==> src/hw/serialBridge_cfg.svh <==
/*
 * Serial bridge configuration
 * Sizes of the byte FIFO, the clear-to-send level and the stream frame length
 */
`ifndef SERIAL_BRIDGE_CFG_SVH
`define SERIAL_BRIDGE_CFG_SVH

// Byte entries in the receive FIFO, must be a power of two
`define SB_FIFO_DEPTH 64

// CTS stays high while the fill count is at or below this level
// Leave room for the bytes the host may still have in flight
`define SB_CTS_THRESHOLD 16

// Stream beats per frame, the last one carries tlast
`define SB_WORDS_PER_FRAME 4

`endif

==> src/hw/serialPkg.sv <==
/*
 * Serial side types
 * Byte, FIFO pointer and fill types, and the byte handed from receiver to FIFO
 */
`include "serialBridge_cfg.svh"

package serialPkg;

    localparam int FifoAddrWidth = $clog2(`SB_FIFO_DEPTH);

    typedef logic [7:0] spiByte_t;

    // Pointer into the FIFO storage
    typedef logic [FifoAddrWidth - 1 : 0] fifoAddr_t;

    // One bit wider than the pointer so a full FIFO can be counted
    typedef logic [FifoAddrWidth : 0] fifoFill_t;

    // Received byte with its one-cycle strobe
    typedef struct packed {
        spiByte_t data;
        logic     valid;
    } rxByte_t;

endpackage

==> src/hw/streamPkg.sv <==
/*
 * Stream side types
 * Data word, beat payload and the word assembler states
 */
package streamPkg;

    typedef logic [31:0] streamWord_t;

    // Payload of one AXI-Stream beat
    typedef struct packed {
        streamWord_t data;
        logic        last;
    } streamBeat_t;

    // COLLECT pops bytes, OFFER is the first cycle with valid high,
    // WAIT_ACCEPT holds the beat under back-pressure
    typedef enum logic [1:0] {
        COLLECT     = 2'd0,
        OFFER       = 2'd1,
        WAIT_ACCEPT = 2'd2
    } assemblerState_t;

endpackage

==> src/hw/spiReceiver.sv <==
/*
 * SPI mode-0 slave receiver
 * Brings SCK, NCS and MOSI into the aclk domain, assembles bytes MSB first
 * and echoes the previous byte on MISO
 */
`timescale 1ns/1ps

module spiReceiver
(
    input  logic               aclk,
    input  logic               resetn,
    input  logic               i_serialSck,
    input  logic               i_serialNcs,
    input  logic               i_serialMosi,
    output logic               o_serialMiso,
    output serialPkg::rxByte_t o_rx
);
    logic [1:0]          sckSync;
    logic [1:0]          ncsSync;
    logic [1:0]          mosiSync;
    logic                sckPrev;
    logic                sckRise;
    logic                sckFall;
    logic                byteDone;
    logic [2:0]          bitCnt;
    logic                rxValid;
    serialPkg::spiByte_t rxShift;
    serialPkg::spiByte_t echoByte;
    serialPkg::spiByte_t txShift;

    // Two-stage synchronizers, NCS idles high
    always_ff @(posedge aclk)
    begin
        if (!resetn)
        begin
            sckSync  <= 2'b00;
            ncsSync  <= 2'b11;
            mosiSync <= 2'b00;
            sckPrev  <= 1'b0;
        end
        else
        begin
            sckSync  <= {sckSync[0], i_serialSck};
            ncsSync  <= {ncsSync[0], i_serialNcs};
            mosiSync <= {mosiSync[0], i_serialMosi};
            sckPrev  <= sckSync[1];
        end
    end

    assign sckRise  = sckSync[1] && !sckPrev;
    assign sckFall  = !sckSync[1] && sckPrev;
    assign byteDone = sckRise && !ncsSync[1] && (bitCnt == 3'd7);

    always_ff @(posedge aclk)
    begin
        if (sckRise && !ncsSync[1])
        begin
            rxShift <= {rxShift[6:0], mosiSync[1]};
        end
    end

    // echoByte doubles as the received byte towards the FIFO
    always_ff @(posedge aclk)
    begin
        if (!resetn)
        begin
            bitCnt   <= 3'd0;
            rxValid  <= 1'b0;
            echoByte <= '0;
            txShift  <= '0;
        end
        else
        begin
            rxValid <= byteDone;
            if (byteDone)
            begin
                echoByte <= {rxShift[6:0], mosiSync[1]};
            end
            if (ncsSync[1])
            begin
                bitCnt  <= 3'd0;
                txShift <= echoByte;
            end
            else
            begin
                if (sckRise)
                begin
                    bitCnt <= bitCnt + 3'd1;
                end
                // Falling edge after the 8th bit starts the next echo byte
                if (sckFall)
                begin
                    if (bitCnt == 3'd0)
                        txShift <= echoByte;
                    else
                        txShift <= {txShift[6:0], 1'b0};
                end
            end
        end
    end

    assign o_serialMiso = txShift[7];
    assign o_rx         = '{data: echoByte, valid: rxValid};

    // The host only deselects between whole bytes
    wholeBytesOnly: assert property (@(posedge aclk) disable iff (!resetn)
        $rose(ncsSync[1]) |-> (bitCnt == 3'd0))
        else $error("CHECK FAILED at %0t: NCS rose in the middle of a byte", $time);

endmodule

==> src/hw/byteFifo.sv <==
/*
 * First-word-fall-through byte FIFO
 * Circular buffer with fill count and a registered clear-to-send flag
 */
`timescale 1ns/1ps
`include "serialBridge_cfg.svh"

module byteFifo
(
    input  logic                aclk,
    input  logic                resetn,
    input  serialPkg::rxByte_t  i_rx,
    input  logic                i_pop,
    output serialPkg::spiByte_t o_head,
    output logic                o_empty,
    output logic                o_serialCts
);
    serialPkg::spiByte_t  mem [`SB_FIFO_DEPTH];
    serialPkg::fifoAddr_t wrPtr;
    serialPkg::fifoAddr_t rdPtr;
    serialPkg::fifoFill_t fill;
    logic                 full;
    logic                 doWrite;
    logic                 doPop;

    assign full    = (fill == serialPkg::fifoFill_t'(`SB_FIFO_DEPTH));
    assign o_empty = (fill == '0);
    assign doWrite = i_rx.valid && !full;
    assign doPop   = i_pop && !o_empty;

    always_ff @(posedge aclk)
    begin
        if (doWrite)
        begin
            mem[wrPtr] <= i_rx.data;
        end
    end

    // Head is read straight from storage
    assign o_head = mem[rdPtr];

    always_ff @(posedge aclk)
    begin
        if (!resetn)
        begin
            wrPtr       <= '0;
            rdPtr       <= '0;
            fill        <= '0;
            o_serialCts <= 1'b1;
        end
        else
        begin
            if (doWrite)
                wrPtr <= wrPtr + serialPkg::fifoAddr_t'(1);
            if (doPop)
                rdPtr <= rdPtr + serialPkg::fifoAddr_t'(1);
            case ({doWrite, doPop})
                2'b10:   fill <= fill + serialPkg::fifoFill_t'(1);
                2'b01:   fill <= fill - serialPkg::fifoFill_t'(1);
                default: fill <= fill;
            endcase
            o_serialCts <= (fill <= serialPkg::fifoFill_t'(`SB_CTS_THRESHOLD));
        end
    end

    // A byte on a full FIFO is lost, the host ignored CTS
    noWriteWhileFull: assert property (@(posedge aclk) disable iff (!resetn)
        i_rx.valid |-> !full)
        else $error("CHECK FAILED at %0t: byte dropped, FIFO full", $time);

endmodule

==> src/hw/wordAssembler.sv <==
/*
 * Word assembler
 * Pops four bytes, first byte into the lowest lane, and offers the word
 * as one stream beat until it is accepted
 */
`timescale 1ns/1ps

module wordAssembler
(
    input  logic                   aclk,
    input  logic                   resetn,
    input  serialPkg::spiByte_t    i_head,
    input  logic                   i_empty,
    input  logic                   i_ready,
    input  logic                   i_lastBeat,
    output logic                   o_pop,
    output logic                   o_valid,
    output logic                   o_accept,
    output streamPkg::streamBeat_t o_beat
);
    streamPkg::assemblerState_t state;
    logic [1:0]                 lane;
    serialPkg::spiByte_t [3:0]  lanes;
    logic                       beatLast;
    logic                       take;

    // Pop stays high for the whole collect phase
    assign o_pop    = (state == streamPkg::COLLECT);
    assign take     = o_pop && !i_empty;
    assign o_accept = o_valid && i_ready;

    // Lanes are only written in COLLECT, so the beat holds while valid
    always_ff @(posedge aclk)
    begin
        if (take)
        begin
            lanes[lane] <= i_head;
        end
    end

    always_ff @(posedge aclk)
    begin
        if (!resetn)
        begin
            state    <= streamPkg::COLLECT;
            lane     <= 2'd0;
            o_valid  <= 1'b0;
            beatLast <= 1'b0;
        end
        else
        begin
            case (state)
                streamPkg::COLLECT:
                begin
                    if (take)
                    begin
                        lane <= lane + 2'd1;
                        if (lane == 2'd3)
                        begin
                            beatLast <= i_lastBeat;
                            o_valid  <= 1'b1;
                            state    <= streamPkg::OFFER;
                        end
                    end
                end
                streamPkg::OFFER:
                begin
                    if (i_ready)
                    begin
                        o_valid <= 1'b0;
                        state   <= streamPkg::COLLECT;
                    end
                    else
                        state <= streamPkg::WAIT_ACCEPT;
                end
                streamPkg::WAIT_ACCEPT:
                begin
                    if (i_ready)
                    begin
                        o_valid <= 1'b0;
                        state   <= streamPkg::COLLECT;
                    end
                end
                default:
                    state <= streamPkg::COLLECT;
            endcase
        end
    end

    assign o_beat = '{data: streamPkg::streamWord_t'(lanes), last: beatLast};

    beatHeldUnderBackpressure: assert property (@(posedge aclk) disable iff (!resetn)
        (o_valid && !i_ready) |=> (o_valid && $stable(o_beat)))
        else $error("CHECK FAILED at %0t: beat changed before accept", $time);

endmodule

==> src/hw/frameCounter.sv <==
/*
 * Frame counter
 * Counts accepted beats and flags the beat that closes a frame
 */
`timescale 1ns/1ps
`include "serialBridge_cfg.svh"

module frameCounter
(
    input  logic aclk,
    input  logic resetn,
    input  logic i_accept,
    output logic o_lastBeat
);
    localparam int CntWidth = (`SB_WORDS_PER_FRAME > 1) ? $clog2(`SB_WORDS_PER_FRAME) : 1;
    localparam logic [CntWidth - 1 : 0] LastIdx = CntWidth'(`SB_WORDS_PER_FRAME - 1);

    logic [CntWidth - 1 : 0] beatCnt;

    always_ff @(posedge aclk)
    begin
        if (!resetn)
        begin
            beatCnt <= '0;
        end
        else if (i_accept)
        begin
            if (beatCnt == LastIdx)
                beatCnt <= '0;
            else
                beatCnt <= beatCnt + CntWidth'(1);
        end
    end

    // Level seen by the assembler when it loads the next word
    assign o_lastBeat = (beatCnt == LastIdx);

endmodule

==> src/hw/serial2Axis.sv <==
/*
 * SPI to AXI-Stream bridge
 * Receiver, byte FIFO, word assembler and frame counter
 */
`timescale 1ns/1ps

module serial2Axis
(
    input  logic                   aclk,
    input  logic                   resetn,
    input  logic                   i_serialSck,
    input  logic                   i_serialNcs,
    input  logic                   i_serialMosi,
    input  logic                   i_axisReady,
    output logic                   o_serialMiso,
    output logic                   o_serialCts,
    output logic                   o_axisValid,
    output streamPkg::streamBeat_t o_axisBeat
);
    serialPkg::rxByte_t  rxByte;
    serialPkg::spiByte_t fifoHead;
    logic                fifoEmpty;
    logic                fifoPop;
    logic                beatAccept;
    logic                lastBeat;

    spiReceiver spiReceiverInst
    (
        .aclk         (aclk),
        .resetn       (resetn),
        .i_serialSck  (i_serialSck),
        .i_serialNcs  (i_serialNcs),
        .i_serialMosi (i_serialMosi),
        .o_serialMiso (o_serialMiso),
        .o_rx         (rxByte)
    );

    byteFifo byteFifoInst
    (
        .aclk        (aclk),
        .resetn      (resetn),
        .i_rx        (rxByte),
        .i_pop       (fifoPop),
        .o_head      (fifoHead),
        .o_empty     (fifoEmpty),
        .o_serialCts (o_serialCts)
    );

    wordAssembler wordAssemblerInst
    (
        .aclk       (aclk),
        .resetn     (resetn),
        .i_head     (fifoHead),
        .i_empty    (fifoEmpty),
        .i_ready    (i_axisReady),
        .i_lastBeat (lastBeat),
        .o_pop      (fifoPop),
        .o_valid    (o_axisValid),
        .o_accept   (beatAccept),
        .o_beat     (o_axisBeat)
    );

    frameCounter frameCounterInst
    (
        .aclk       (aclk),
        .resetn     (resetn),
        .i_accept   (beatAccept),
        .o_lastBeat (lastBeat)
    );

endmodule

==> config.mk <==
export PLATFORM = sky130hd
export DESIGN_NAME = serial2Axis
export DESIGN_NICKNAME = d
export VERILOG_FILES = /design/src/hw/serialPkg.sv /design/src/hw/streamPkg.sv /design/src/hw/spiReceiver.sv /design/src/hw/byteFifo.sv /design/src/hw/wordAssembler.sv /design/src/hw/frameCounter.sv /design/src/hw/serial2Axis.sv
export VERILOG_INCLUDE_DIRS = /design/src /design/src/hw
export SDC_FILE = /design/constraint.sdc
export NUM_CORES = 1
export LEC_CHECK = 0
export ABC_AREA = 1
export BUFFER_PORTS_ARGS = -buffer_cell sky130_fd_sc_hd__buf_2
export CORE_UTILIZATION = 50
export CTS_BUF_LIST = sky130_fd_sc_hd__clkbuf_2 sky130_fd_sc_hd__clkbuf_4 sky130_fd_sc_hd__clkbuf_8
export DETAILED_ROUTE_END_ITERATION = 6
export PLACE_DENSITY = 0.66
export REMOVE_ABC_BUFFERS = 1
export SYNTH_ARGS = -nofsm -noshare
export SYNTH_HDL_FRONTEND = slang
export SYNTH_SLANG_ARGS = --single-unit
==> constraint.sdc <==
create_clock -name aclk -period 2.85 [get_ports aclk]
set_input_delay 0.1425 -clock aclk [delete_from_list [all_inputs] [get_ports aclk]]
set_output_delay 0.1425 -clock aclk [all_outputs]
set_load 0.03 [all_outputs]
==> summary.md <==
| Metric | Value |
|---|---|
| Result of the run | `finished, final reports clean` |
| Area contributors post-synth | `sky130_fd_sc_hd__edfxtp_1, sky130_fd_sc_hd__nand2_1, sky130_fd_sc_hd__nand3_1, sky130_fd_sc_hd__dfxtp_1, sky130_fd_sc_hd__nor2_1` |
| Antenna violations before repair | `0` |
| Switching Share | `34.84%` |
| Clk network pwr share | `30.6%` |
| Maximum number of pins on one net before global-route repair | `129` |
| Number of nets with antenna violations after routing | `0` |
| Layout net count | `2350` |
| Number of design rule violations left after detail routing | `0` |
| GPL Wtd Cong | `approximately 0.87` |
| CP Data Required Time | `between 3 and 4 ns` |
| Iteration count of the initial detailed-routing pass | `6` |
| Source-to-sink clock delay at the later pin of the worst-skew pair | `0.70 ns` |
| Wire length of the first global-routing pass | `94450 um` |
| Power Dens Cells | `a little under 900 nW/um^2` |
| Via count of the first global-routing pass | `16460` |
| Root buffer selected by CTS | `sky130_fd_sc_hd__clkbuf_8` |
| Buffer depth of the longest clock path | `3` |
| Std-Cell Core Area | `approximately 50000 um^2` |
| Num CTS Buffers | `100` |
| Synthesized-area fraction occupied by ao, oa, aoi and oai cells | `between 1.5 and 2%` |
| DPL Wire Length | `roughly 37000 um` |
| Row count | `81` |
| Standby leakage power | `10.43 nW` |
| Crit start category | `register` |
| Highest routed metal layer | `met4` |
| Min Hold Slack | `0.1971 ns` |
| Sequential element share of the synthesized area | `between 70% and 80%` |
| Final Max Slew Viols | `0` |
| Vias per inst | `5.469` |
| Count of vias placed by the detailed router | `16830` |
| Area enclosed by the die boundary | `50950 um^2` |
| Seq pwr share | `40.5%` |
| Setup Crit Path Kind | `register to register` |
| Number of port buffers | `41` |
| Total internal power | `16.42 mW` |
| Library cell occupying the most area in the post-synthesis netlist | `sky130_fd_sc_hd__edfxtp_1` |
| Max Fanout on Critical Path | `8` |
| Library cells used by synthesis | `33` |
| Post-synth top area share | `between 60% and 70%` |
| Post-layout util | `57.63%` |
| Count of warnings emitted by yosys | `0` |
| FMAX | `410.2 MHz` |
| Initial drt markers | `approximately 1800` |
| Clock period minus worst slack | `2.438 ns` |
| Netlist area before placement | `25030 um^2` |
| Synth Instances | `2198` |
| Max Cap Viol | `0` |
| Pre-CTS setup slack | `approximately 0.47 ns` |
| Wire per inst | `19.86 um` |
| Most common cell after layout, fill and taps aside | `sky130_fd_sc_hd__nand2_1` |
| Initial standard-cell utilization of the core | `roughly half` |
| Mapped Avg Cell Area | `11.39 um^2` |
| Sinks on Clock Net | `612` |
| Final Setup Violations | `0` |
| Area delta synth->final | `13.19%` |
| Height of the chip | `225.7 um` |
| Commonest cells after routing, fill and taps aside | `sky130_fd_sc_hd__nand2_1, sky130_fd_sc_hd__edfxtp_1, sky130_fd_sc_hd__nand3_1` |
| Proportion of power drawn by combinational gates | `28.8%` |
| CTS H-Tree Depth | `3` |
| Tightest Pin Transition | `1.046 ns` |
| Class of the worst hold path | `input pin to register` |
| Hold Vio Cnt, Final | `0` |
| Sw Pwr | `8.778 mW` |
| Total length of routed met3 wires | `approximately 4200 um` |
| Period utilisation layout | `85.54%` |
| Worst slew slack as a fraction of its limit | `30.17%` |
| Adder and majority cell fraction of the synthesized area | `0.8000%` |
| Post-CTS clock slew at the launch and capture registers of the worst setup and hold paths | `0.06 ns` |
| Multiplexer fraction of the synthesized cell area | `0.2800%` |
| Dominant combinational cell family by area after synthesis | `simple AND/OR/NAND/NOR gates` |
| Routed metal-1 wire length | `approximately 26000 um` |
| RSZ-0062 raised after global routing | `false` |
| Endpoint arrival time on the critical path | `3.00 ns` |
| Post-route worst setup slack | `0.4122 ns` |
| Peak supply drop | `slightly above 0.0005 V` |
| Clock Skew | `0.03879 ns` |
| Wire length on met2 | `29390 um` |
| Xor/xnor cell area share of the yosys netlist | `0.2450%` |
| Setup crit end kind | `register` |
| TritonCTS clock tree | `built` |
| Sum of overflow across all layers after global routing | `0` |
| Post-synthesis simple-gate area fraction | `21.97%` |
| Die width | `225.7 um` |
| GRT Resource Usage Total | `24.55%` |
| Routed WL | `61120 um` |
| Share of post-route cells with drive strength above 1 | `13.88%` |
| Number of synthesized register bits | `612` |
| Ant diodes | `0` |
| Fill count | `4077` |
| I/O pin count | `42` |
| Gates resized, CTS repair | `0` |
==> flip-flops by register name, indices dropped and copies added (netlist names), 2 cells and up, named ones only <==
name / count
wordAssemblerInst.lane: 2
wordAssemblerInst.o_beat: 32
byteFifoInst.wrPtr: 6
spiReceiverInst.bitCnt: 3
spiReceiverInst.echoByte: 8
spiReceiverInst.rxShift: 7
spiReceiverInst.mosiSync: 2
frameCounterInst.beatCnt: 2
byteFifoInst.fill: 7
wordAssemblerInst.state: 2
spiReceiverInst.ncsSync: 2
byteFifoInst.rdPtr: 6
spiReceiverInst.txShift: 8
spiReceiverInst.sckSync: 2
byteFifoInst.mem: 512
==> worst max-delay path: stages, from the launching register on <==
cell,delay [ns]
sky130_fd_sc_hd__dfxtp_1,0.32
sky130_fd_sc_hd__inv_1,0.10
sky130_fd_sc_hd__nand4_2,0.19
sky130_fd_sc_hd__o21ai_4,0.29
sky130_fd_sc_hd__ha_1,0.24
sky130_fd_sc_hd__xnor2_1,0.18
sky130_fd_sc_hd__inv_1,0.08
sky130_fd_sc_hd__ha_1,0.19
sky130_fd_sc_hd__o21bai_1,0.21
sky130_fd_sc_hd__nand2_1,0.10
sky130_fd_sc_hd__nand2_1,0.07
sky130_fd_sc_hd__xor2_1,0.14
sky130_fd_sc_hd__o21ai_0,0.15
sky130_fd_sc_hd__inv_1,0.06
==> logic make-up (layout without fill, tap and decap cells) <==
kind of cell | count (synthesis) | in the layout
adder cells (fa/ha/maj) | 16 | 16
AO/OA/AOI/OAI | 71 | 71
buffers and inverters | 185 | 400
AND/OR/NAND/NOR | 1300 | 1300
XOR/XNOR | 7 | 7
multiplexers | 7 | 7
flip-flops | 612 | 612
==> Yosys cell counts, drive strengths merged <==
cell    instances
a211oi          1
a21oi          34
and3            1
buf           103
clkbuf         17
dfxtp          61
edfxtp        551
ha             16
inv            65
mux2i           7
nand2         719
nand3         459
nand3b          1
nand4           5
nor2          108
nor3            4
o21ai          33
o21bai          3
or2             3
xnor2           4
xor2            3
==> timing repair <==
action,in CTS,in global routing
hold buffers,7,0
setup buffers,0,0
hold endpoints to repair,31,0
==> power groups by stage <==
stage | Clock (mW) | Sequential, mW | Combinational (mW)
2_1_floorplan | 0 | 11.1 | 4.12
3_3_place_gp | 0 | 10.4 | 7.10
3_5_place_dp | 0 | 10.4 | 7.22
4_1_cts | 7.81 | 10.2 | 7.25
5_1_grt | 8.23 | 10.2 | 8.10
6_report | 7.71 | 10.2 | 7.27
==> per-layer routing <==
metal | track usage (%) | up-vias
li1 | - | 7904
met1 | 32.98 | 8196
met5 | 0 | -
met2 | 39.88 | 608
met3 | 3.812 | 120
met4 | 10.25 | 0
==> layout make-up <==
cell class / instances / area [um^2] / share of cell area, %
flip-flops and latches: 612 / 17790 / 62.79
well taps: 664 / 830.8 / 2.933
repair buffers: 148 / 1214 / 4.284
inverters: 65 / 251.5 / 0.8878
multi-input cells: 1401 / 6211 / 21.93
clock buffers: 142 / 1704 / 6.016
clock inverters: 45 / 330.3 / 1.166
==> stage by stage <==
| stage | TNS (ns) | cells | instance area (um^2) | power, mW |
|---|---|---|---|---|
| 3_3_place_gp | 0 | 2883 | 26220 | 17.48 |
| 6_report | 0 | 3077 | 28330 | 25.19 |
| 3_5_place_dp | 0 | 2883 | 26220 | 17.62 |
| 4_1_cts | 0 | 3077 | 28330 | 25.28 |
| 5_1_grt | 0 | 3077 | 28330 | 26.56 |
| 2_1_floorplan | -146.87 | 2078 | 24230 | 15.20 |
==> path summary, 6_finish.rpt <==
check / slack (ns) / from / cells past startpoint / endpoint
setup / recovery: 0.41 / byteFifoInst.fill[2] / 13 / byteFifoInst.fill[4]
hold / removal: 0.20 / i_serialNcs / 3 / spiReceiverInst.ncsSync[0]
setup reg to reg: 0.41 / byteFifoInst.fill[2] / 13 / byteFifoInst.fill[4]
hold reg to reg: 0.41 / spiReceiverInst.ncsSync[0] / 1 / spiReceiverInst.ncsSync[1]
(Power assumes the default switching activity.)
